$ cat config.mk
export PLATFORM = sky130hd
export DESIGN_NAME = prog_bank_sel
export DESIGN_NICKNAME = d
export VERILOG_FILES = /design/src/hw/prog_pkg.sv /design/src/hw/prog_bank_sel.sv
export VERILOG_INCLUDE_DIRS = /design/src /design/src/hw
export SDC_FILE = /design/constraint.sdc
export NUM_CORES = 1
export LEC_CHECK = 0
export ABC_AREA = 1
export BUFFER_PORTS_ARGS = -buffer_cell sky130_fd_sc_hd__buf_2
export CAP_MARGIN = 25
export CORE_UTILIZATION = 25
export CTS_CLUSTER_SIZE = 28
export DETAILED_ROUTE_END_ITERATION = 7
export PLACE_DENSITY_LB_ADDON = 0.05
export SYNTH_ARGS = -nofsm -noshare
export SYNTH_HDL_FRONTEND = slang
export SYNTH_SLANG_ARGS = --single-unit
$ cat constraint.sdc
create_clock -name sys_clk -period 3.1 [get_ports sys_clk]
set_input_delay 0.62 -clock sys_clk [delete_from_list [all_inputs] [get_ports sys_clk]]
set_output_delay 0.62 -clock sys_clk [all_outputs]
set_load 0.01 [all_outputs]
$ cat src/hw/prog_consts.svh
`ifndef PROG_CONSTS_SVH
`define PROG_CONSTS_SVH

// register bus map of the loader
`define PROG_REG_ADDR_H 9'h1a
`define PROG_REG_ADDR_L 9'h1b
`define PROG_REG_DATA   9'h1c

// program RAM organisation
`define PROG_BANKS   4
`define PROG_BANK_AW 12  // 4K bytes per bank

// boot ROM, 16 entries
`define BOOT_ROM_AW 4

`endif

$ cat src/hw/prog_pkg.sv
package prog_pkg;

  // 8051 program space address
  typedef logic [15:0] prog_addr_t;

  typedef logic [7:0] byte_t;

  // register bus address from the i2c slave
  typedef logic [8:0] rab_addr_t;

  // one of the four 4 KB banks
  typedef logic [1:0] bank_idx_t;

  // one RAM access, wr and rd are single-cycle pulses
  typedef struct packed {
    prog_addr_t addr;
    byte_t      wdata;
    logic       wr;
    logic       rd;
  } ram_req_t;

  // loader sequencing
  // write mode picks start address on the first data byte, then counts up
  typedef enum logic [1:0] {
    LD_IDLE        = 2'd0,
    LD_WRITE_FIRST = 2'd1,  // start address set, no byte stored yet
    LD_WRITE_NEXT  = 2'd2,  // running address in use
    LD_READ        = 2'd3   // sequential readback with prefetch
  } loader_st_e;

endpackage

$ cat src/hw/prog_bank_sel.sv
`timescale 1ns/1ps
`include "prog_consts.svh"

module prog_bank_sel import prog_pkg::*; (
  input  logic                     sys_clk,
  input  logic                     sys_rst,
  input  logic                     cpu_hold_i,  // 1: cpu in reset, loader owns RAM
  input  ram_req_t                 ldr_req_i,
  input  prog_addr_t               cpu_addr_i,
  input  byte_t                    cpu_wdata_i,
  input  logic                     cpu_wr_i,
  input  logic                     cpu_rd_i,
  input  logic                     ram_mode_i,  // 1: code from RAM, 0: from ROM
  input  byte_t                    bank_rdata_i [`PROG_BANKS],
  input  byte_t                    rom_data_i,
  output logic [`PROG_BANKS-1:0]   bank_wr_o,
  output logic [`PROG_BANKS-1:0]   bank_rd_o,
  output logic [`PROG_BANK_AW-1:0] bank_addr_o,
  output byte_t                    bank_wdata_o,
  output byte_t                    ldr_rdata_o,
  output logic [`BOOT_ROM_AW-1:0]  rom_addr_o,
  output byte_t                    code_o
);

  ram_req_t  req;
  bank_idx_t req_bank;
  logic      req_hit;
  bank_idx_t rd_bank_q;  // bank of the last read
  logic      rd_hit_q;
  byte_t     ram_rdata;

  // owner of the RAM
  always_comb begin
    if (cpu_hold_i) begin
      req = ldr_req_i;
    end else begin
      req = '{addr: cpu_addr_i, wdata: cpu_wdata_i, wr: cpu_wr_i, rd: cpu_rd_i};
    end
  end

  assign req_bank = req.addr[`PROG_BANK_AW +: $bits(bank_idx_t)];
  assign req_hit  = (req.addr[15:`PROG_BANK_AW] < `PROG_BANKS);  // 0x4000 and up miss

  always_comb begin
    for (int i = 0; i < `PROG_BANKS; i++) begin
      bank_wr_o[i] = req.wr & req_hit & (req_bank == i);
      bank_rd_o[i] = req.rd & req_hit & (req_bank == i);
    end
  end

  assign bank_addr_o  = req.addr[`PROG_BANK_AW-1:0];
  assign bank_wdata_o = req.wdata;

  // remember where the read went so the mux follows the data
  always_ff @(posedge sys_clk or posedge sys_rst) begin
    if (sys_rst) begin
      rd_bank_q <= '0;
      rd_hit_q  <= 1'b0;
    end else if (req.rd) begin
      rd_bank_q <= req_bank;
      rd_hit_q  <= req_hit;
    end
  end

  assign ram_rdata = rd_hit_q ? bank_rdata_i[rd_bank_q] : '0;  // zero out of range

  assign ldr_rdata_o = ram_rdata;
  assign rom_addr_o  = cpu_addr_i[`BOOT_ROM_AW-1:0];
  assign code_o      = ram_mode_i ? ram_rdata : rom_data_i;

endmodule

Word level (Yosys, flattened, before mapping)
Index checks and enable logic that the tools add are counted.

Register bits after elaboration: 3. Input port bits: 96. Output and inout port bits: 48.

Magnitude comparators: 2. Equality and inequality tests: 3. Muxes and demuxes: 6. Bitwise operators: 11. Reduce and logical (&&, ||, !) cells: 1.

Operators with widths (count): 8-bit 2-to-1 mux (4); 26-bit 2-to-1 mux (1); 8-bit binary-select mux with 2-bit select (1); 1-bit bitwise AND (10); 2-bit equality test (second input constant) (2); 4-bit by 3-bit less-than comparator with 1-bit output (second input constant) (1); 3-bit >= comparator (second input constant) (1); 2-bit inverter with 3-bit output (1); 2-bit by 1-bit equality test with 1-bit output (second input constant) (1); 2-bit logical NOT (1).

Logic depth before layout (Yosys ltp)
Word-level depth: 6. Mapped depth: 8. Depth with buffers taken out: 6.

Worst setup path before layout
OpenSTA, ideal clock, no wires.

Kind: input -> output. From: in cpu_hold_i. To: out bank_rd_o[0]. Data arrival time: 1.268 ns. Slack: 1.212 ns. Stages: 6. Path buffers: 1. Cells stage by stage: buf_4 > inv_2 > nand2_1 > o21ai_1 > nand2_1 > nor2_1.

Word-level cells in the longest chain between the ends: 4. Elaborated cells on any way between the ends: 5. Classes of those cells: order compare: 1; mux: 1; bitwise: 2; reduce/logical: 1.

RTL lines: start: declaration (RTL line prog_bank_sel.sv:7) `input logic cpu_hold_i,`; 26-bit 2-to-1 mux (*) (RTL line prog_bank_sel.sv:34) `if (cpu_hold_i) begin`; 4-bit by 3-bit less-than comparator with 1-bit output (no source line); 1-bit bitwise AND (RTL line prog_bank_sel.sv:47) `bank_rd_o[i] = req.rd & req_hit & (req_bank == i);`; 1-bit bitwise AND (*) (RTL line prog_bank_sel.sv:47); end: declaration (RTL line prog_bank_sel.sv:17) `` output logic [`PROG_BANKS-1:0] bank_rd_o, ``.

Every way passes the cells marked *; elsewhere a longest branch is shown, timed or not.

Worst setup path after layout
Same ends and word-level chain as after synthesis.

==> impl_metrics.toml <==
[cts]
cts_resized = 0
post-cts-setup-buffers = 0
ctsRootBufferMaster = "clkbuf_8"
insertion_delay_ps = 210
hold_buffers = 0
h-tree-depth = 1
cts_tree = "built"
cts_sinks = 3
clk_pin_slew_ps = 30
cts_buffers = 3
cts_buffer_depth = 2

[setup_path]
cp.arrival_ps = 1670
crit_type = "in2out"
critPathMaxFanout = 25
critical_path_required_ps = 2480
crit_path_start_kind = "input pin"
crit_path_end_kind = "primary output"

[sta]
setup_ws_ps = 810
finClkSkew_ps = 0
slew_viol_final = 0
fmax_ghz = 0.437
tightest_slew_ps = 638
fin_hold_ws_ps = 262
fin_crit_ps = 2290
slew_headroom_pct = 57.5
rsz0062_at_grt = "no"
hold_viol = 0
setup_violations = 0
setup_tns_ps = 0
fin_crit_sh_pct = 73.9

[synthesis]
synth_area_um2 = 1280
synth_edf_count = 0
synth_cell_types = 18
synthFlopType = "dfrtp_1"
synthCells = 262
synth-seq-area-share_pct = 5.87
yosysTopAreaCellShare_pct = 39.0
async_reset_ff_share_pct = 100
synth_top_area_cell = "nand2_1"
syn_avg_cell_area_um2 = 4.89
synthTopCellsByArea = "nand2_1, buf_4, inv_1, nand3_2, dfrtp_1"
ys_seq_elements = 3
yosysWarningCount = 0
synth_fp_nets = 358
post-synth-top-count-cell = "nand2_1"
synth_common_cells = "nand2_1, inv_1, buf_4, nand3_1, nor2_1"

[routing]
vias = 1764
drc_errors = 0
drt_iter0_drc = 39
drt_pass1_iterations = 4
routed_wl_um = 4020
vias_per_cell = 3.99
wl_per_cell_um = 9.10
antenna_left = 0

[placement]
dpl.hpwl_um = 3270
placed_area_um2 = 1820
place_congestion = 0.775
place_ws_ps = 794
portBuffers = 143

[grt]
antenna_found_initial = 0
grt_busiest_layer = "met2"
grt_usage_pct = 13.8
grt_max_degree = 26
grt_use_met3_pct = 2.19
use_met1_pct = 16.3
grt_overflow_total = 0
grt_pass1_vias = 1434
gr-usage-met2_pct = 26.3
grt_pass1_wl_um = 5940

[floorplanning]
start_util_pct = 26.6
coreArea_um2 = 4820
die_y_um = 73.6
dieArea_um2 = 5410
num_rows = 25
die_width_um = 73.6
io_pins = 144

[pwr]
switching_share_pct = 44.3
internal_power_w = 0.000258
p_comb_share_pct = 61.7
powerDensity_nw_per_um2 = 248
pwr-share-clk_pct = 24.0
ir_drop_mv = 0.124
p_leak_nw = 1.34
seqPwrFrac_pct = 14.3
p_switching_w = 0.000205

[layout]
fin_nets = 472
nFillCells = 587
layout-drive-gt1-share_pct = 42.9
syn_to_final_growth_pct = 45.9
multi_input_area_um2 = 782
antenna_cells = 0
final_cell_area_um2 = 1870
seqCellArea_um2 = 75.1
fin_util_pct = 38.8

[hold_path]
hp-class = "in2async"

[outcome]
status = "completed"

[flow_run]
cap_violations = 0
[metal layers]
metal  up-vias  routed length [um]
met3         0                 351
met5         -                   0
li1        975                   -
met4         0                   0
met2        82                1970
met1       707                1700
[layout by cell type (no fill, tap or decap), drive strengths merged]
cell	n
buf	144
nand2	135
inv	40
nand3	24
nor2	12
a21oi	8
o21ai	4
clkbuf	4
dfrtp	3
clkinv	1
[power groups by stage]
| stage | combinational (W) | clock [W] | sequential [W] |
|---|---|---|---|
| 6_report | 0.000286 | 0.000111 | 0.0000663 |
| 5_1_grt | 0.000328 | 0.000123 | 0.0000688 |
| 4_1_cts | 0.000292 | 0.000115 | 0.0000668 |
| 3_5_place_dp | 0.000290 | 0 | 0.0000672 |
| 3_3_place_gp | 0.000292 | 0 | 0.0000673 |
| 2_1_floorplan | 0.000227 | 0 | 0.0000463 |
[worst paths after layout]
check | start | to | slack, ps | depth (start not counted)
max reg2reg | rd_bank_q[0] | rd_bank_q[0] | 1930 | 2
min reg2reg | rd_hit_q | rd_hit_q | 840 | 2
max in group asynchronous | sys_rst | rd_bank_q[1] | 2710 | 2
max | cpu_hold_i | bank_rd_o[0] | 810 | 7
min in group sys_clk | cpu_rd_i | rd_bank_q[1] | 770 | 4
min | sys_rst | rd_hit_q | 260 | 2
[layout make-up]
cell class	count	share of cell area [%]
Inverter	41	8.51
Tap cell	67	4.49
Multi-Input combinational cell	183	41.9
Sequential cell	3	4.02
Timing Repair Buffer	144	38.7
Clock buffer	4	2.41
[cell families after synthesis]
kind of cell | share of synthesized area, %
flops | 5.86
compound gates | 4.69
simple gates | 56.4
buf+inv | 33.0
[registers in the layout (all words and copies together) (netlist names)]
signal	flops
rd_bank_q	2
rd_hit_q	1
[critical path, cell delays in order]
cell	delay (ps)
buf_2	110
inv_2	300
nand2_1	120
nand2_2	130
nand2_1	140
nor2_1	120
buf_2	140
[through the flow]
stage | power (W) | instances
after floorplan | 0.000273 | 262
after global placement | 0.000360 | 438
after detailed placement | 0.000357 | 438
after CTS | 0.000474 | 442
after global routing | 0.000519 | 442
final | 0.000464 | 442
Power figures use the tool's default switching activity.
