==> src/hw/prog_consts.svh <==
`ifndef PROG_CONSTS_SVH
`define PROG_CONSTS_SVH

// register bus map of the loader
`define PROG_REG_ADDR_H 9'h1a
`define PROG_REG_ADDR_L 9'h1b
`define PROG_REG_DATA   9'h1c

// program RAM organisation
`define PROG_BANKS   4
`define PROG_BANK_AW 12  // 4K bytes per bank

// boot ROM, 16 entries
`define BOOT_ROM_AW 4

`endif

==> src/hw/prog_pkg.sv <==
package prog_pkg;

  // 8051 program space address
  typedef logic [15:0] prog_addr_t;

  typedef logic [7:0] byte_t;

  // register bus address from the i2c slave
  typedef logic [8:0] rab_addr_t;

  // one of the four 4 KB banks
  typedef logic [1:0] bank_idx_t;

  // one RAM access, wr and rd are single-cycle pulses
  typedef struct packed {
    prog_addr_t addr;
    byte_t      wdata;
    logic       wr;
    logic       rd;
  } ram_req_t;

  // loader sequencing
  // write mode picks start address on the first data byte, then counts up
  typedef enum logic [1:0] {
    LD_IDLE        = 2'd0,
    LD_WRITE_FIRST = 2'd1,  // start address set, no byte stored yet
    LD_WRITE_NEXT  = 2'd2,  // running address in use
    LD_READ        = 2'd3   // sequential readback with prefetch
  } loader_st_e;

endpackage

==> src/hw/prog_loader.sv <==
`timescale 1ns/1ps
`include "prog_consts.svh"

module prog_loader import prog_pkg::*; (
  input  logic      sys_clk,
  input  logic      sys_rst,
  input  logic      prog_mode_i,  // 0 sequential write, 1 sequential read
  input  logic      rab_write_i,
  input  logic      rab_read_i,
  input  rab_addr_t rab_addr_i,
  input  byte_t     rab_wdata_i,
  output byte_t     rab_rdata_o,
  output logic      rab_ack_o,
  input  byte_t     ram_rdata_i,
  output ram_req_t  ram_req_o
);

  byte_t      addr_h_q;
  byte_t      addr_l_q;
  byte_t      data_q;      // data register, write byte or prefetched read byte
  prog_addr_t ram_addr_q;  // running RAM address
  loader_st_e state_q;
  logic       wr_pend_q;
  logic       wr_q;
  logic       rd_q;
  logic       rd_d_q;      // RAM data valid this cycle

  logic sel_h;
  logic sel_l;
  logic sel_d;
  logic reg_hit;
  logic addr_h_wr;
  logic addr_l_wr;
  logic data_wr;
  logic data_rd;
  logic wr_state;

  assign sel_h   = (rab_addr_i == `PROG_REG_ADDR_H);
  assign sel_l   = (rab_addr_i == `PROG_REG_ADDR_L);
  assign sel_d   = (rab_addr_i == `PROG_REG_DATA);
  assign reg_hit = sel_h | sel_l | sel_d;

  assign addr_h_wr = rab_write_i & sel_h;
  assign addr_l_wr = rab_write_i & sel_l;
  assign data_wr   = rab_write_i & sel_d & ~prog_mode_i;  // store only in write mode
  assign data_rd   = rab_read_i & sel_d;
  assign wr_state  = (state_q == LD_WRITE_FIRST) || (state_q == LD_WRITE_NEXT);

  // ack one cycle after any strobe to our three registers
  always_ff @(posedge sys_clk or posedge sys_rst) begin
    if (sys_rst) begin
      rab_ack_o <= 1'b0;
    end else begin
      rab_ack_o <= (rab_write_i | rab_read_i) & reg_hit;
    end
  end

  always_ff @(posedge sys_clk or posedge sys_rst) begin
    if (sys_rst) begin
      rab_rdata_o <= '0;
    end else if (rab_read_i) begin
      if (sel_h) rab_rdata_o <= addr_h_q;
      else if (sel_l) rab_rdata_o <= addr_l_q;
      else if (sel_d) rab_rdata_o <= data_q;  // byte fetched ahead
      else rab_rdata_o <= '0;
    end
  end

  always_ff @(posedge sys_clk or posedge sys_rst) begin
    if (sys_rst) begin
      addr_h_q <= '0;
      addr_l_q <= '0;
    end else begin
      if (addr_h_wr) addr_h_q <= rab_wdata_i;
      if (addr_l_wr) addr_l_q <= rab_wdata_i;
    end
  end

  // writing the low address arms a transfer, high address starts over
  always_ff @(posedge sys_clk or posedge sys_rst) begin
    if (sys_rst) begin
      state_q <= LD_IDLE;
    end else if (addr_h_wr) begin
      state_q <= LD_IDLE;
    end else if (addr_l_wr) begin
      state_q <= prog_mode_i ? LD_READ : LD_WRITE_FIRST;
    end else if (data_wr && state_q == LD_WRITE_FIRST) begin
      state_q <= LD_WRITE_NEXT;
    end
  end

  // running address is ready before the RAM pulse
  always_ff @(posedge sys_clk or posedge sys_rst) begin
    if (sys_rst) begin
      ram_addr_q <= '0;
    end else if (addr_l_wr && prog_mode_i) begin
      ram_addr_q <= {addr_h_q, rab_wdata_i};  // new low byte, not the old one
    end else if (data_wr && state_q == LD_WRITE_FIRST) begin
      ram_addr_q <= {addr_h_q, addr_l_q};
    end else if (data_wr && state_q == LD_WRITE_NEXT) begin
      ram_addr_q <= ram_addr_q + 16'd1;
    end else if (data_rd && prog_mode_i && state_q == LD_READ) begin
      ram_addr_q <= ram_addr_q + 16'd1;
    end
  end

  always_ff @(posedge sys_clk or posedge sys_rst) begin
    if (sys_rst) begin
      data_q <= '0;
    end else if (data_wr) begin
      data_q <= rab_wdata_i;
    end else if (rd_d_q) begin
      data_q <= ram_rdata_i;  // prefetched byte
    end
  end

  // write pulse two cycles after the data strobe, read pulse one cycle after
  always_ff @(posedge sys_clk or posedge sys_rst) begin
    if (sys_rst) begin
      wr_pend_q <= 1'b0;
      wr_q      <= 1'b0;
      rd_q      <= 1'b0;
      rd_d_q    <= 1'b0;
    end else begin
      wr_pend_q <= data_wr & wr_state;
      wr_q      <= wr_pend_q;
      rd_q      <= prog_mode_i & (addr_l_wr | (data_rd & (state_q == LD_READ)));
      rd_d_q    <= rd_q;
    end
  end

  assign ram_req_o = '{addr: ram_addr_q, wdata: data_q, wr: wr_q, rd: rd_q};

endmodule

==> config.mk <==
export PLATFORM = sky130hd
export DESIGN_NAME = prog_loader
export DESIGN_NICKNAME = d
export VERILOG_FILES = /design/src/hw/prog_pkg.sv /design/src/hw/prog_loader.sv
export VERILOG_INCLUDE_DIRS = /design/src /design/src/hw
export SDC_FILE = /design/constraint.sdc
export NUM_CORES = 1
export LEC_CHECK = 0
export BUFFER_PORTS_ARGS = -buffer_cell sky130_fd_sc_hd__buf_2
export CORE_ASPECT_RATIO = 1.1
export CORE_MARGIN = 2
export CORE_UTILIZATION = 56
export CTS_BUF_LIST = sky130_fd_sc_hd__clkbuf_8
export DETAILED_ROUTE_END_ITERATION = 16
export PLACE_DENSITY_LB_ADDON = 0.25
export SLEW_MARGIN = 20
export SYNTH_ARGS = -nofsm -noshare
export SYNTH_HDL_FRONTEND = slang
export SYNTH_SLANG_ARGS = --single-unit
==> constraint.sdc <==
create_clock -name sys_clk -period 2.6 [get_ports sys_clk]
set_input_delay 0.52 -clock sys_clk [delete_from_list [all_inputs] [get_ports sys_clk]]
set_output_delay 0.52 -clock sys_clk [all_outputs]
set_load 0.05 [all_outputs]
# Word-level counts from Yosys, hierarchy flattened
# Cells that the tools add are included.
[totals]
word_cells = 54
register_bits = 55
out_inout_bits = 35
[classes]
n_addsub = 1
muxes = 13
n_bitwise = 14
n_reduce_logical = 9
eq_ne = 6
[ops]
columns = ["op", "count"]
rows = [
  ["$mux 16", 4],
  ["$mux 8", 5],
  ["$eq 9x5->1 const B", 3],
  ["$add 16x1->16 const B", 1],
  ["$and 1x1->1", 9],
  ["$mux 2", 4],
  ["$logic_and 1x1->1", 5],
  ["$eq 2x2->1 const B", 2],
  ["$or 1x1->1", 4],
  ["$reduce_bool 4->1", 1],
  ["$reduce_bool 3->1", 1],
  ["$eq 2x1->1 const B", 1],
  ["$reduce_bool 2->1", 1],
  ["$logic_or 1x1->1", 1],
  ["$not 1->1", 1],
]

# Depth between registers and ports, before layout
[logic_depth]
word_depth = 8
ltp_mapped = 8

# Worst setup path before layout
# OpenSTA, ideal clock, no wires.
[synth_path]
path_type = "in2reg"
start = "in rab_addr_i[5]"
end = "reg ram_addr_q[2]"
arrival_time_ps = 2077
stages = 6
setup_slack_ps = 400
path_cell_list = "nor4b_2 -> nand2_1 -> or4_1 -> buf_2 -> a311o_1 -> o221a_2"
[synth_between]
elab_chain_len = 7
word_cells_on_any_way = 15
[synth_lines]
columns = ["item", "line_no", "text"]
rows = [
  ["start, declared", "prog_loader.sv:10", "input rab_addr_t rab_addr_i,"],
  ["$eq 9x5->1 (no source line)", "n/a", ""],
  ["$and 1x1->1 (2 in series)", "prog_loader.sv:45", "assign data_wr = rab_write_i & sel_d & ~prog_mode_i;"],
  ["$logic_and 1x1->1", "prog_loader.sv:100", "end else if (data_wr && state_q == LD_WRITE_NEXT) begin"],
  ["$mux 16", "prog_loader.sv:100", ""],
  ["$mux 16", "prog_loader.sv:98", "end else if (data_wr && state_q == LD_WRITE_FIRST) begin"],
  ["$mux 16", "prog_loader.sv:96", "end else if (addr_l_wr && prog_mode_i) begin"],
  ["end signal, assigned", "prog_loader.sv:97", "ram_addr_q <= {addr_h_q, rab_wdata_i};"],
  ["end signal, assigned", "prog_loader.sv:99", "ram_addr_q <= {addr_h_q, addr_l_q};"],
  ["end signal, assigned", "prog_loader.sv:101", "ram_addr_q <= ram_addr_q + 16'd1;"],
  ["end, declared", "prog_loader.sv:21", "prog_addr_t ram_addr_q;"],
]
# Several ways; a longest one is shown, not always the timed one.
# A chain may end at the register's enable or synchronous reset.

# Worst setup path after layout
[layout_path]
start = "reg state_q[1]"
end = "reg ram_addr_q[4]"
[layout_between]
elab_chain_len = 5
word_cells_on_any_way = 10
[layout_lines]
columns = ["item", "line_no", "text"]
rows = [
  ["start, declared", "prog_loader.sv:22", "loader_st_e state_q;"],
  ["start signal, assigned", "prog_loader.sv:86", "state_q <= prog_mode_i ? LD_READ : LD_WRITE_FIRST;"],
  ["$eq 2x2->1", "prog_loader.sv:100", ""],
  ["$logic_and 1x1->1", "prog_loader.sv:100", ""],
  ["$mux 16", "prog_loader.sv:100", ""],
  ["$mux 16", "prog_loader.sv:98", ""],
  ["$mux 16", "prog_loader.sv:96", ""],
]
# Several ways; a longest one is shown, not always the timed one.

==> run_results.csv <==
group,metric,value,unit
synth,yosysWarningCount,0,
sta,rsz0062_at_grt,"no",
global_routing,grt_usage,27.39,%
synth,ys_types,52,
power,power_density,474.5,nW/um^2
placed_design,dpl_cell_area,3452,um^2
outcome,status,"finished clean",
sta,min_period_over_period,81.75,%
synth,syn_nets,334,
setup_path,required,2800,ps
synth,synthArstFlopShare,100.0,%
sta,relSlewSlack,59.15,%
placed_design,port_buffers,64,
setup_path,r2r_cells,8,
global_routing,grt_pass1_wl,12510,um
setup_path,r2r_end,"ram_addr_q[4]",
drt,drt_iter0_markers,258,
floorplan,core,5290,um^2
global_routing,grt_max_degree,30,
final_layout,layout-drive-gt1-share,30.87,%
clock_tree,clock_sink_count,55,
sta,timing.final.crit_period,2126,ps
clock_tree,cts_buffers,5,
placed_design,place_hpwl,5666,um
floorplan,io_pins,65,
setup_path,reg2reg_slack,470,ps
drt,drcViolationCount,0,
power,ir_drop,371.1,uV
clock_tree,root_buffer,"clkbuf_8",
synth,syn_area_per_cell,10.09,um^2
setup_path,start_kind,"flip-flop",
clock_tree,ctsResizeCount,0,
final_layout,fin_nets,399,
drt,first_pass_iters,4,
placed_design,gp_congestion,0.9082,
global_routing,grt_overflow_total,0,
setup_path,end_kind,"flip-flop",
min_path,hold_path.class,"input pin to asynchronous set/reset pin",
sta,fin_skew,9.473,ps
final_layout,layout.cell_area.non_filler,3585,um^2
synth,synth_ff_type,"dfrtp_1",
final_layout,syn_to_final_growth,18.44,%
setup_path,crit_type,"flip-flop to flip-flop",
synth,ys_ff_latch,55,
final_layout,num_antenna_cells,0,
sta,fmax,0.4705,GHz
setup_path,critical_path.endpoint,"ram_addr_q[4]",
clock_tree,clock_latency,310,ps
clock_tree,post-cts-setup-buffer-count,0,
setup_path,arrival,2330,ps
setup_path,timing.rr.start,"state_q[1]",
drt,routed_wl,7647,um
final_layout,final_util,67.76,%
floorplan,initial_core_util,57.21,%
synth,synth_edf_count,0,
setup_path,worstSetupStartpoint,"state_q[1]",
clock_tree,cts_hold_buf,0,
sta,hold_violations,0,
clock_tree,clockBufferDepth,2,
power,p_leak,1.712,nW
floorplan,rows,28,
drt,wl_per_cell,17.34,um
global_routing,grt_pass1_vias,2522,
drt,final_antenna_net_count,0,
floorplan,die_w,74.10,um
placed_design,dp.cells,433,
drt,vias,2639,
floorplan,die-area,6009,um^2
final_layout,finalNonFillerCells,441,
floorplan,die_h,81.11,um
synth,yosysSeqAreaShare,45.47,%
sta,slew_violations,0,
setup_path,worstPathMaxFanout,10,
sta,finalSetupViolCount,0,
clock_tree,tritoncts,"yes",
sta,setup_tns,0,ps
synth,synth_cells,300,
clock_tree,path_clk_slew,100,ps
run,maxCapViolCount,0,
global_routing,antenna_found_initial,0,
drt,via_per_inst,5.984,
sta,tightest_slew,609.5,ps
synth,syn-cell-area,3027,um^2
clock_tree,htree_levels,2,
==> flip-flops by register name, summed over array words and instances, names as in the netlist <==
name / count
rd_q: 1
wr_q: 1
rab_rdata_o: 8
data_q: 8
rab_ack_o: 1
state_q: 2
rd_d_q: 1
wr_pend_q: 1
addr_l_q: 8
ram_addr_q: 16
addr_h_q: 8
==> per-stage QoR <==
stage	worst slack [ps]	power, mW	hold WS, ps
after floorplan	400.3	0.9894	331.2
after global placement	265.0	1.055	333.7
after detailed placement	223.6	1.058	340.3
after CTS	477.5	1.714	277.0
after global routing	313.2	1.756	298.3
final	474.5	1.701	257.3
==> how the worst min path moves through the flow <==
stage / from / end / slack (ps) / depth (start not counted)
after floorplan: wr_pend_q / wr_q / 330 / 0
after global placement: wr_pend_q / wr_q / 330 / 0
after detailed placement: wr_pend_q / wr_q / 340 / 0
after CTS: sys_rst / ram_addr_q[9] / 280 / 2
after global routing: sys_rst / ram_addr_q[9] / 300 / 2
final: sys_rst / ram_addr_q[9] / 260 / 2
==> cells in the mapped netlist, types with 7 or more instances <==
cell type | count | area [um^2]
dfrtp_1 | 55 | 1376
inv_1 | 20 | 75.07
mux2_2 | 20 | 225.2
nand2_1 | 19 | 71.32
nor2_1 | 17 | 63.81
mux2i_1 | 14 | 140.1
o21ai_0 | 13 | 65.06
a21oi_1 | 11 | 55.05
a22oi_1 | 9 | 67.56
nand3_1 | 8 | 40.04
nand4_1 | 8 | 50.05
o211ai_1 | 8 | 60.06
clkbuf_1 | 7 | 26.28
nor2b_1 | 7 | 43.79
nor3_1 | 7 | 35.03
==> area by class of cell <==
| class | instances | area [um^2] |
|---|---|---|
| Clock inverter | 3 | 63.81 |
| Clock buffer | 5 | 68.82 |
| Tap cell | 75 | 93.84 |
| Inverter | 21 | 78.83 |
| Multi-Input combinational cell | 208 | 1495 |
| Fill cell | 419 | 1705 |
| Timing Repair Buffer | 74 | 407.9 |
| Sequential cell | 55 | 1376 |
==> layer usage <==
metal	track usage (%)	vias to the layer above	wire [um]
li1	-	1245	-
met1	37.96	1288	3500
met2	42.32	94	3644
met3	5.211	12	379
met4	11.09	0	123
met5	0	-	0
==> cell families after synthesis <==
family / after synthesis / share of synthesized area, %
and+or+nand+nor: 90 / 16.54
AOI/OAI and AO/OA: 75 / 17.69
DFF: 55 / 45.47
buffers and inverters: 37 / 5.126
muxes: 34 / 12.07
xor gates and xnor gates: 5 / 1.447
adders and majority gates: 4 / 1.654
==> report_power, final <==
group	internal [mW]	total (mW)	switching [mW]
logic	0.0543	0.153	0.0986
clock network	0.381	0.659	0.278
registers	0.870	0.889	0.0182
==> placed cells by master, fill, tap and decap left out, drive strengths merged, types with 7 or more instances in the layout <==
cell type,instances
nand4,8
nand2,19
mux2i,14
nor3,7
inv,22
mux2,20
o21ai,14
nor2,17
nand3,8
buf,74
a21oi,12
dfrtp,55
a22oi,9
o211ai,8
nor2b,7
==> worst max-delay path, stage by stage (launching register included) <==
cell,delay (ps)
dfrtp_1,410
inv_1,60
ha_1,210
or2_2,300
a32oi_1,180
o21ai_0,170
and2_1,220
buf_4,190
o221a_2,270
Note: power is estimated with default switching activity, not from simulation.
