## src/hw/prog_consts.svh

```systemverilog
`ifndef PROG_CONSTS_SVH
`define PROG_CONSTS_SVH

// register bus map of the loader
`define PROG_REG_ADDR_H 9'h1a
`define PROG_REG_ADDR_L 9'h1b
`define PROG_REG_DATA   9'h1c

// program RAM organisation
`define PROG_BANKS   4
`define PROG_BANK_AW 12  // 4K bytes per bank

// boot ROM, 16 entries
`define BOOT_ROM_AW 4

`endif

```

## src/hw/prog_pkg.sv

```systemverilog
package prog_pkg;

  // 8051 program space address
  typedef logic [15:0] prog_addr_t;

  typedef logic [7:0] byte_t;

  // register bus address from the i2c slave
  typedef logic [8:0] rab_addr_t;

  // one of the four 4 KB banks
  typedef logic [1:0] bank_idx_t;

  // one RAM access, wr and rd are single-cycle pulses
  typedef struct packed {
    prog_addr_t addr;
    byte_t      wdata;
    logic       wr;
    logic       rd;
  } ram_req_t;

  // loader sequencing
  // write mode picks start address on the first data byte, then counts up
  typedef enum logic [1:0] {
    LD_IDLE        = 2'd0,
    LD_WRITE_FIRST = 2'd1,  // start address set, no byte stored yet
    LD_WRITE_NEXT  = 2'd2,  // running address in use
    LD_READ        = 2'd3   // sequential readback with prefetch
  } loader_st_e;

endpackage

```

## src/hw/boot_rom.sv

```systemverilog
`timescale 1ns/1ps
`include "prog_consts.svh"

module boot_rom import prog_pkg::*; (
  input  logic                    sys_clk,
  input  logic                    sys_rst,
  input  logic [`BOOT_ROM_AW-1:0] addr_i,
  output byte_t                   data_o
);

  // small clear loop, clears xram from 0 upward
  always_ff @(posedge sys_clk or posedge sys_rst) begin
    if (sys_rst) begin
      data_o <= '0;
    end else begin
      case (addr_i)
        4'h0: data_o <= 8'h02;  // ljmp 0003
        4'h1: data_o <= 8'h00;
        4'h2: data_o <= 8'h03;
        4'h3: data_o <= 8'h75;  // mov sp,#07
        4'h4: data_o <= 8'h81;
        4'h5: data_o <= 8'h07;
        4'h6: data_o <= 8'h90;  // mov dptr,#0000
        4'h7: data_o <= 8'h00;
        4'h8: data_o <= 8'h00;
        4'h9: data_o <= 8'he4;  // clr a
        4'ha: data_o <= 8'hf0;  // movx @dptr,a
        4'hb: data_o <= 8'ha3;  // inc dptr
        4'hc: data_o <= 8'h80;  // sjmp back to movx
        4'hd: data_o <= 8'hfc;
        default: data_o <= 8'h00;
      endcase
    end
  end

endmodule

```

## config.mk

```make
export PLATFORM = sky130hd
export DESIGN_NAME = boot_rom
export DESIGN_NICKNAME = d
export VERILOG_FILES = /design/src/hw/prog_pkg.sv /design/src/hw/boot_rom.sv
export VERILOG_INCLUDE_DIRS = /design/src /design/src/hw
export SDC_FILE = /design/constraint.sdc
export NUM_CORES = 1
export LEC_CHECK = 0
export BUFFER_PORTS_ARGS = -buffer_cell sky130_fd_sc_hd__buf_2
export CAP_MARGIN = 20
export CORE_AREA = 2 2 39 41
export CTS_CLUSTER_SIZE = 10
export DETAILED_ROUTE_END_ITERATION = 7
export DIE_AREA = 0 0 41 43
export GPL_TIMING_DRIVEN = 0
export SLEW_MARGIN = 20
export SYNTH_ARGS = -nofsm -noshare
export SYNTH_HDL_FRONTEND = slang
export SYNTH_SLANG_ARGS = --single-unit
```

## constraint.sdc

```tcl
create_clock -name sys_clk -period 0.8 [get_ports sys_clk]
set_clock_uncertainty 0.15 [all_clocks]
set_input_delay 0.12 -clock sys_clk [delete_from_list [all_inputs] [get_ports sys_clk]]
set_output_delay 0.12 -clock sys_clk [all_outputs]
set_load 0.02 [all_outputs]
```

== Yosys cells after proc, flatten, opt, wreduce, memory -nomap -nowiden ==
Memory sizes are Yosys's and may differ from the RTL's. A register that Yosys moved wholly into a read port is not among the register bits.
Index checks and enable logic that the tools add are counted.
Storage, ports and cells
  register bits: 0
  ROM bits: 128
  input bits: 6
  output and inout bits: 8
  word-level logic and storage cells: 1
  memories: 1
Memories
  (no name shown): words 16, width 8, read ports 1, clocked after memory_dff 1, wr ports 0, RTL line boot_rom.sv:16  | case (addr_i)

== Logic depth before layout (Yosys ltp) ==
Gate-level depths: netlist of run 1.
  depth after elaboration: 0
  depth in mapped cells: 5

== Worst setup path before layout of run 1 ==
OpenSTA, ideal clock, no wires.
  path type: input-to-reg
  from: input port addr_i[1]
  to: register data_o[6]
  library setup time: 120 ps
  arrival: 843 ps
  required time: 530 ps
  slack: -313 ps
  cell stages on the path: 5
  cell sequence: inv_1 -> ha_1 -> mux2_4 -> nand2_2 -> o21ai_2
RTL lines
  from (decl): RTL line boot_rom.sv:7  | input logic [`BOOT_ROM_AW-1:0] addr_i,
  to (decl): RTL line boot_rom.sv:8  | output byte_t data_o

== Worst setup path after layout of run 1 ==
  from: register data_o[2]
  to: output port data_o[2]
No word-level cell between the ends.

==> impl_metrics.yaml, run 1 <==
placement:
  globalplace.congestion: 0.731
  dp_hpwl_um: 642
  io_buffers: 13
  place_area_um2: 598
critical_path:
  crit_buf_inv: 1
  crit_type: "reg -> out"
  slowest_delay_ns: 0.38
  crit_required_ns: 0.53
  critPathSlowestCell: "dfrtp_1"
  endpoint_kind: "output pin"
  crit_arrival_ns: 0.75
  crit_family: "flip-flops"
  path_cells: "buf_6"
  crit_fanout: 1
  critPathLaunchType: "register"
route:
  drt-initial-drc-count: 1
  drc: 0
  dr.pass1.iters: 4
  ant_nets: 0
  avgRoutedWirePerCell_um: 12.0
  wl_um: 1020
  vias: 402
  post_drt_via_cell_ratio: 4.73
die:
  start_util: 0.337
  die_h_um: 43
  die_x_um: 41
  io_pins: 14
  die_area_mm2: 0.00176
  coreArea_mm2: 0.00138
  num_rows: 14
global_route:
  use_met2: 0.247
  grt_pass1_wl_um: 1680
  grt_pass1_vias: 420
  grt_busiest_layer: "met2"
  antenna_found_initial: 0
  grtUsageMet1: 0.147
  use_met3: 0.0157
  grt_max_degree: 11
  grtUsageTotal: 0.143
  grt_overflow: 0
run_status:
  violations: "negative setup slack"
  status: "finished, violations left"
synthesis:
  synth_cell_types: 23
  syn_nets: 55
  netlist_area_um2: 467
  yosysSeqAreaShare: 0.429
  syn_avg_cell_area_um2: 10.9
  ys_ff_latch: 8
  yosys_warnings: 0
  ys_top_cells_by_area: "dfrtp_1 (43%), ha_1 (16%), mux2i_1 (4.3%)"
  synth_top_area_share: 0.429
  synth_top_area_cell: "dfrtp_1"
  synthCells: 43
power_and_ir_drop:
  power_frac_clock: 0.257
  power.share.switching: 0.275
  p_int_mw: 0.825
  seq_power_share: 0.396
  p_leak_nw: 0.402
  power_per_cell_area_mw_per_mm2: 1260
  p_sw_mw: 0.313
  p_total_mw: 1.14
  power_frac_comb: 0.347
  vdd_drop_max_v: 0.000484
clock_network:
  htree_levels: 1
  cts-root-buf: "clkbuf_4"
  path_clk_slew_ns: 0.05
  numCtsBuffers: 3
  clock_path_buffers: 2
  cts_tree: "done"
  clkSinkCount: 8
final_layout:
  drive_above_1_share: 0.710
  nNetsFinal: 83
  reg_top3: "data_o x8"
  fin_util: 0.651
  n_antenna_cell: 0
  syn2layout_area_growth_pct: 93.0
  final_area_um2: 901
  largest_register_ffs: 8
  regMostFlops: "data_o"
timing:
  setup_viol: 15
  hold_viol_final: 0
  fin_ws_ns: -0.225
  fin_crit_sh: 1.28
  worst_slew_pin_slew_ns: 0.191
  holdWs_ns: 0.0524
  max_clock_freq_ghz: 0.976
  min_period_ns: 1.02
  relSlewSlack: 0.873
  slew_viol_final: 0
  rsz0062_at_grt: "yes"
job:
  maxCapViolCount: 0
worst_hold_path:
  hold_path.class: "in -> reg"
## per-layer routing
layer  part of all wire  routed length (µm)  vias to the layer above
li1                   -                   -                      198
met1               0.33                 339                      185
met2               0.59                 601                       16
met3              0.057                  58                        3
met4              0.022                  22                        0
met5                  0                   0                        -
## final timing paths
| check | slack [ns] | cells past startpoint | start | to |
|---|---|---|---|---|
| min in group asynchronous | 0.18 | 3 | sys_rst | data_o[1]$_DFF_PP0_ |
| worst min-delay path | 0.05 | 2 | addr_i[3] | data_o[5]$_DFF_PP0_ |
| max in group asynchronous | 0.18 | 3 | sys_rst | data_o[0]$_DFF_PP0_ |
| worst max-delay path | -0.22 | 1 | data_o[2]$_DFF_PP0_ | data_o[2] |
## power groups by stage
stage	logic (mW)	registers, mW	clock network, mW
after floorplan	0.116	0.492	0
after global placement	0.235	0.448	0
after detailed placement	0.237	0.449	0
after CTS	0.378	0.451	0.302
after global routing	0.425	0.454	0.314
final	0.394	0.451	0.293
## final cells by class
cell class | instances | area [µm²]
plain buffers | 2 | 16.3
repair buffers | 23 | 256
inverters | 3 | 22.5
well taps | 16 | 20.0
clock buffers | 3 | 22.5
flip-flops and latches | 8 | 200
multi-input cells | 30 | 363
fillers | 100 | 483
## Yosys cell counts
cell type	number
a31oi_1	1
ha_1	6
nand2_1	3
inv_1	3
a21o_1	1
mux2i_1	2
buf_2	1
nand2_2	1
o21ai_0	3
nand2b_1	2
o21ai_1	1
o21a_1	1
o21ai_2	1
mux2_2	1
nor2b_1	1
mux2_4	1
and3_1	1
buf_6	1
xnor2_1	1
dfrtp_1	8
nor2_1	1
a211oi_1	1
a21oi_1	1
## cell families after synthesis
logic type                 count (synthesis)  share of synthesized area
DFF                                        8                      0.429
xor gates and xnor gates                   1                     0.0188
adders and majority gates                  6                      0.161
buffers and inverters                      5                     0.0590
AOI/OAI and AO/OA                         10                      0.134
muxes                                      4                     0.0992
and+or+nand+nor                            9                     0.0992
## through the flow
step | setup slack [ns] | std cells | TNS (ns)
6_report | -0.225 | 85 | -2.48
5_1_grt | -0.252 | 85 | -2.87
4_1_cts | -0.244 | 85 | -2.67
3_5_place_dp | -0.596 | 72 | -3.46
3_3_place_gp | -0.586 | 72 | -3.37
2_1_floorplan | -0.292 | 43 | -1.16
## cells in the final DEF (no fill, tap or decap)
master,instances
nand2_4,1
buf_2,4
o21ai_1,3
nor2_2,1
a21o_1,1
a31oi_1,1
dlygate4sd3_1,1
buf_8,2
o21ai_2,2
o21a_1,1
nand2b_1,1
ha_4,6
mux2_4,2
xnor2_1,1
nand2_1,1
mux2i_1,2
buf_12,2
buf_4,2
buf_6,14
nand2b_4,1
and3_4,1
clkbuf_4,3
clkinvlp_4,3
nor2b_4,1
a21oi_2,1
dfrtp_1,8
a211oi_2,1
nand2_2,2
## what timing repair did
action,in CTS,in global routing
endpoints found under the setup margin,15,24
resized for setup,47,8
setup buffers,9,2
hold endpoints to repair,8,0
pin swaps,10,11
cloned,0,0
hold buffers,1,0
Power figures use the tool's default switching activity.
==> run 2: changes to the inputs <==
==> constraint.sdc (replaced) <==
create_clock -name sys_clk -period 0.8 [get_ports sys_clk]
set_clock_uncertainty 0.15 [all_clocks]
set_input_delay 0.12 -clock sys_clk [delete_from_list [all_inputs] [get_ports sys_clk]]
set_output_delay 0.12 -clock sys_clk [all_outputs]
set_load 0.01 [all_outputs]
==> run 2 against run 1 <==
Effect of this change: first-iteration DRC count stayed put; non-clock buffer count unchanged; global-route usage decreased by 0.60 points; combinational power decreased by 19%; worst hold slack hardly changed; flip-flop and latch count unchanged; die area unchanged; the run still ends with negative setup slack left; routed wire length is 6.1% lower; sequential share of layout area rose by 1.7 points; largest cell class unchanged; cell count unchanged; clock-buffer cell count stayed put; critical path depth rose by 5.
==> impl_metrics.yaml, run 2 (synthesis gave the netlist of run 1 again) <==
clock_network:
  cts_tree: "done"
  numCtsBuffers: 3
  path_clk_slew_ns: 0.05
  clkSinkCount: 8
  cts-root-buf: "clkbuf_4"
  htree_levels: 1
  clock_path_buffers: 2
power_and_ir_drop:
  seq_power_share: 0.423
  power.share.switching: 0.257
  vdd_drop_max_v: 0.000432
  p_leak_nw: 0.383
  power_frac_clock: 0.272
  power_frac_comb: 0.305
  p_sw_mw: 0.269
  power_per_cell_area_mw_per_mm2: 1250
  p_int_mw: 0.779
timing:
  fin_ws_ns: -0.218
  worst_slew_pin_slew_ns: 0.184
  relSlewSlack: 0.878
  min_period_ns: 1.02
  rsz0062_at_grt: "yes"
  hold_viol_final: 0
  slew_viol_final: 0
  fin_crit_sh: 1.27
  tns_ns: -2.33
  setup_viol: 15
  max_clock_freq_ghz: 0.982
critical_path:
  path_cells: "buf_12, clkinvlp_4, ha_4, mux2_4, nand2_2, o21ai_2"
  crit_fanout: 5
  crit_type: "in -> reg"
  critPathLaunchType: "input pin"
  critPathSlowestCell: "mux2_4"
  endpoint_kind: "register"
  slowest_delay_ns: 0.27
  crit_arrival_ns: 1.00
  crit_required_ns: 0.78
run_status:
  violations: "negative setup slack"
  status: "finished, violations left"
die:
  die_area_mm2: 0.00176
  num_rows: 14
  io_pins: 14
  die_x_um: 41
  die_h_um: 43
  coreArea_mm2: 0.00138
  start_util: 0.337
route:
  avgRoutedWirePerCell_um: 11.3
  drc: 0
  wl_um: 959
  vias: 396
  drt-initial-drc-count: 1
  ant_nets: 0
  post_drt_via_cell_ratio: 4.66
  dr.pass1.iters: 3
final_layout:
  final_area_um2: 837
  register_area_um2: 200
  reg_top3: "data_o x8"
  regMostFlops: "data_o"
  multi_input_area_um2: 355
  drive_above_1_share: 0.696
  syn2layout_area_growth_pct: 79.4
  nNetsFinal: 83
  final_cell_mix: "buf_2 (11), dfrtp_1 (8), buf_6 (7)"
  n_antenna_cell: 0
  final_common_cell: "buf_2"
  fin_util: 0.605
  largest_register_ffs: 8
  fillers: 109
job:
  maxCapViolCount: 0
placement:
  dp_hpwl_um: 642
  globalplace.congestion: 0.731
  io_buffers: 13
  pre_cts_ws_ns: -0.596
  place_area_um2: 598
global_route:
  grt_overflow: 0
  grt_max_degree: 11
  grtUsageTotal: 0.137
  grt_pass1_vias: 400
  antenna_found_initial: 0
  grt_pass1_wl_um: 1630
worst_hold_path:
  hold_path.class: "in -> reg"
==> run 2: final timing paths <==
| check | startpoint | cells after the start | to |
|---|---|---|---|
| hold / removal | addr_i[3] | 2 | data_o[5]$_DFF_PP0_ |
| min in group asynchronous | sys_rst | 3 | data_o[1]$_DFF_PP0_ |
| setup / recovery | addr_i[1] | 6 | data_o[6]$_DFF_PP0_ |
| max in group asynchronous | sys_rst | 3 | data_o[0]$_DFF_PP0_ |
==> run 2: per-layer routing <==
metal  global-route usage  part of all wire  vias to the layer above  wire (µm)
met2                0.231              0.57                       13        549
met3               0.0157             0.075                        2         72
li1                     -                 -                      198          -
met4                0.100            0.0073                        0          7
met5                    0                 0                        -          0
met1                0.143              0.34                      183        329
==> run 2: repair_timing <==
| item | 4_1_cts | 5_1_grt |
|---|---|---|
| hold buffers | 1 | 0 |
| buffers inserted | 9 | 1 |
| resized for setup | 22 | 12 |
| gates cloned | 0 | 0 |
| endpoints found under the setup margin | 15 | 24 |
| pin swaps | 4 | 6 |
| endpoints found under the hold margin | 8 | 0 |
==> run 2: critical path, delay by kind of cell <==
family,cells,cell delay [ns]
buffers and inverters,2,0.24
and+or+nand+nor,1,0.07
AOI/OAI and AO/OA,1,0.05
adders and majority gates,1,0.25
muxes,1,0.27
==> run 2: cell type report <==
| cell class | count | area share |
|---|---|---|
| Multi-Input combinational cell | 30 | 0.425 |
| Sequential cell | 8 | 0.239 |
| Timing Repair Buffer | 23 | 0.239 |
| Clock buffer | 3 | 0.0269 |
| Inverter | 3 | 0.0269 |
| Tap cell | 16 | 0.0239 |
| Buffer | 2 | 0.0194 |
==> run 2: through the flow <==
stage / instances / hold slack (ns) / power, mW
floorplan: 43 / -0.214 / 0.584
global placement: 72 / -0.0849 / 0.658
detailed placement: 72 / -0.0821 / 0.662
CTS: 85 / 0.0360 / 1.04
global route: 85 / 0.0638 / 1.11
finish: 85 / 0.0523 / 1.05
==> run 2: power groups by stage <==
stage	clock network, mW	logic [mW]	registers [mW]
after detailed placement	0	0.213	0.449
final	0.285	0.319	0.444
after CTS	0.302	0.291	0.443
after global placement	0	0.211	0.448
after floorplan	0	0.116	0.468
after global routing	0.314	0.352	0.447
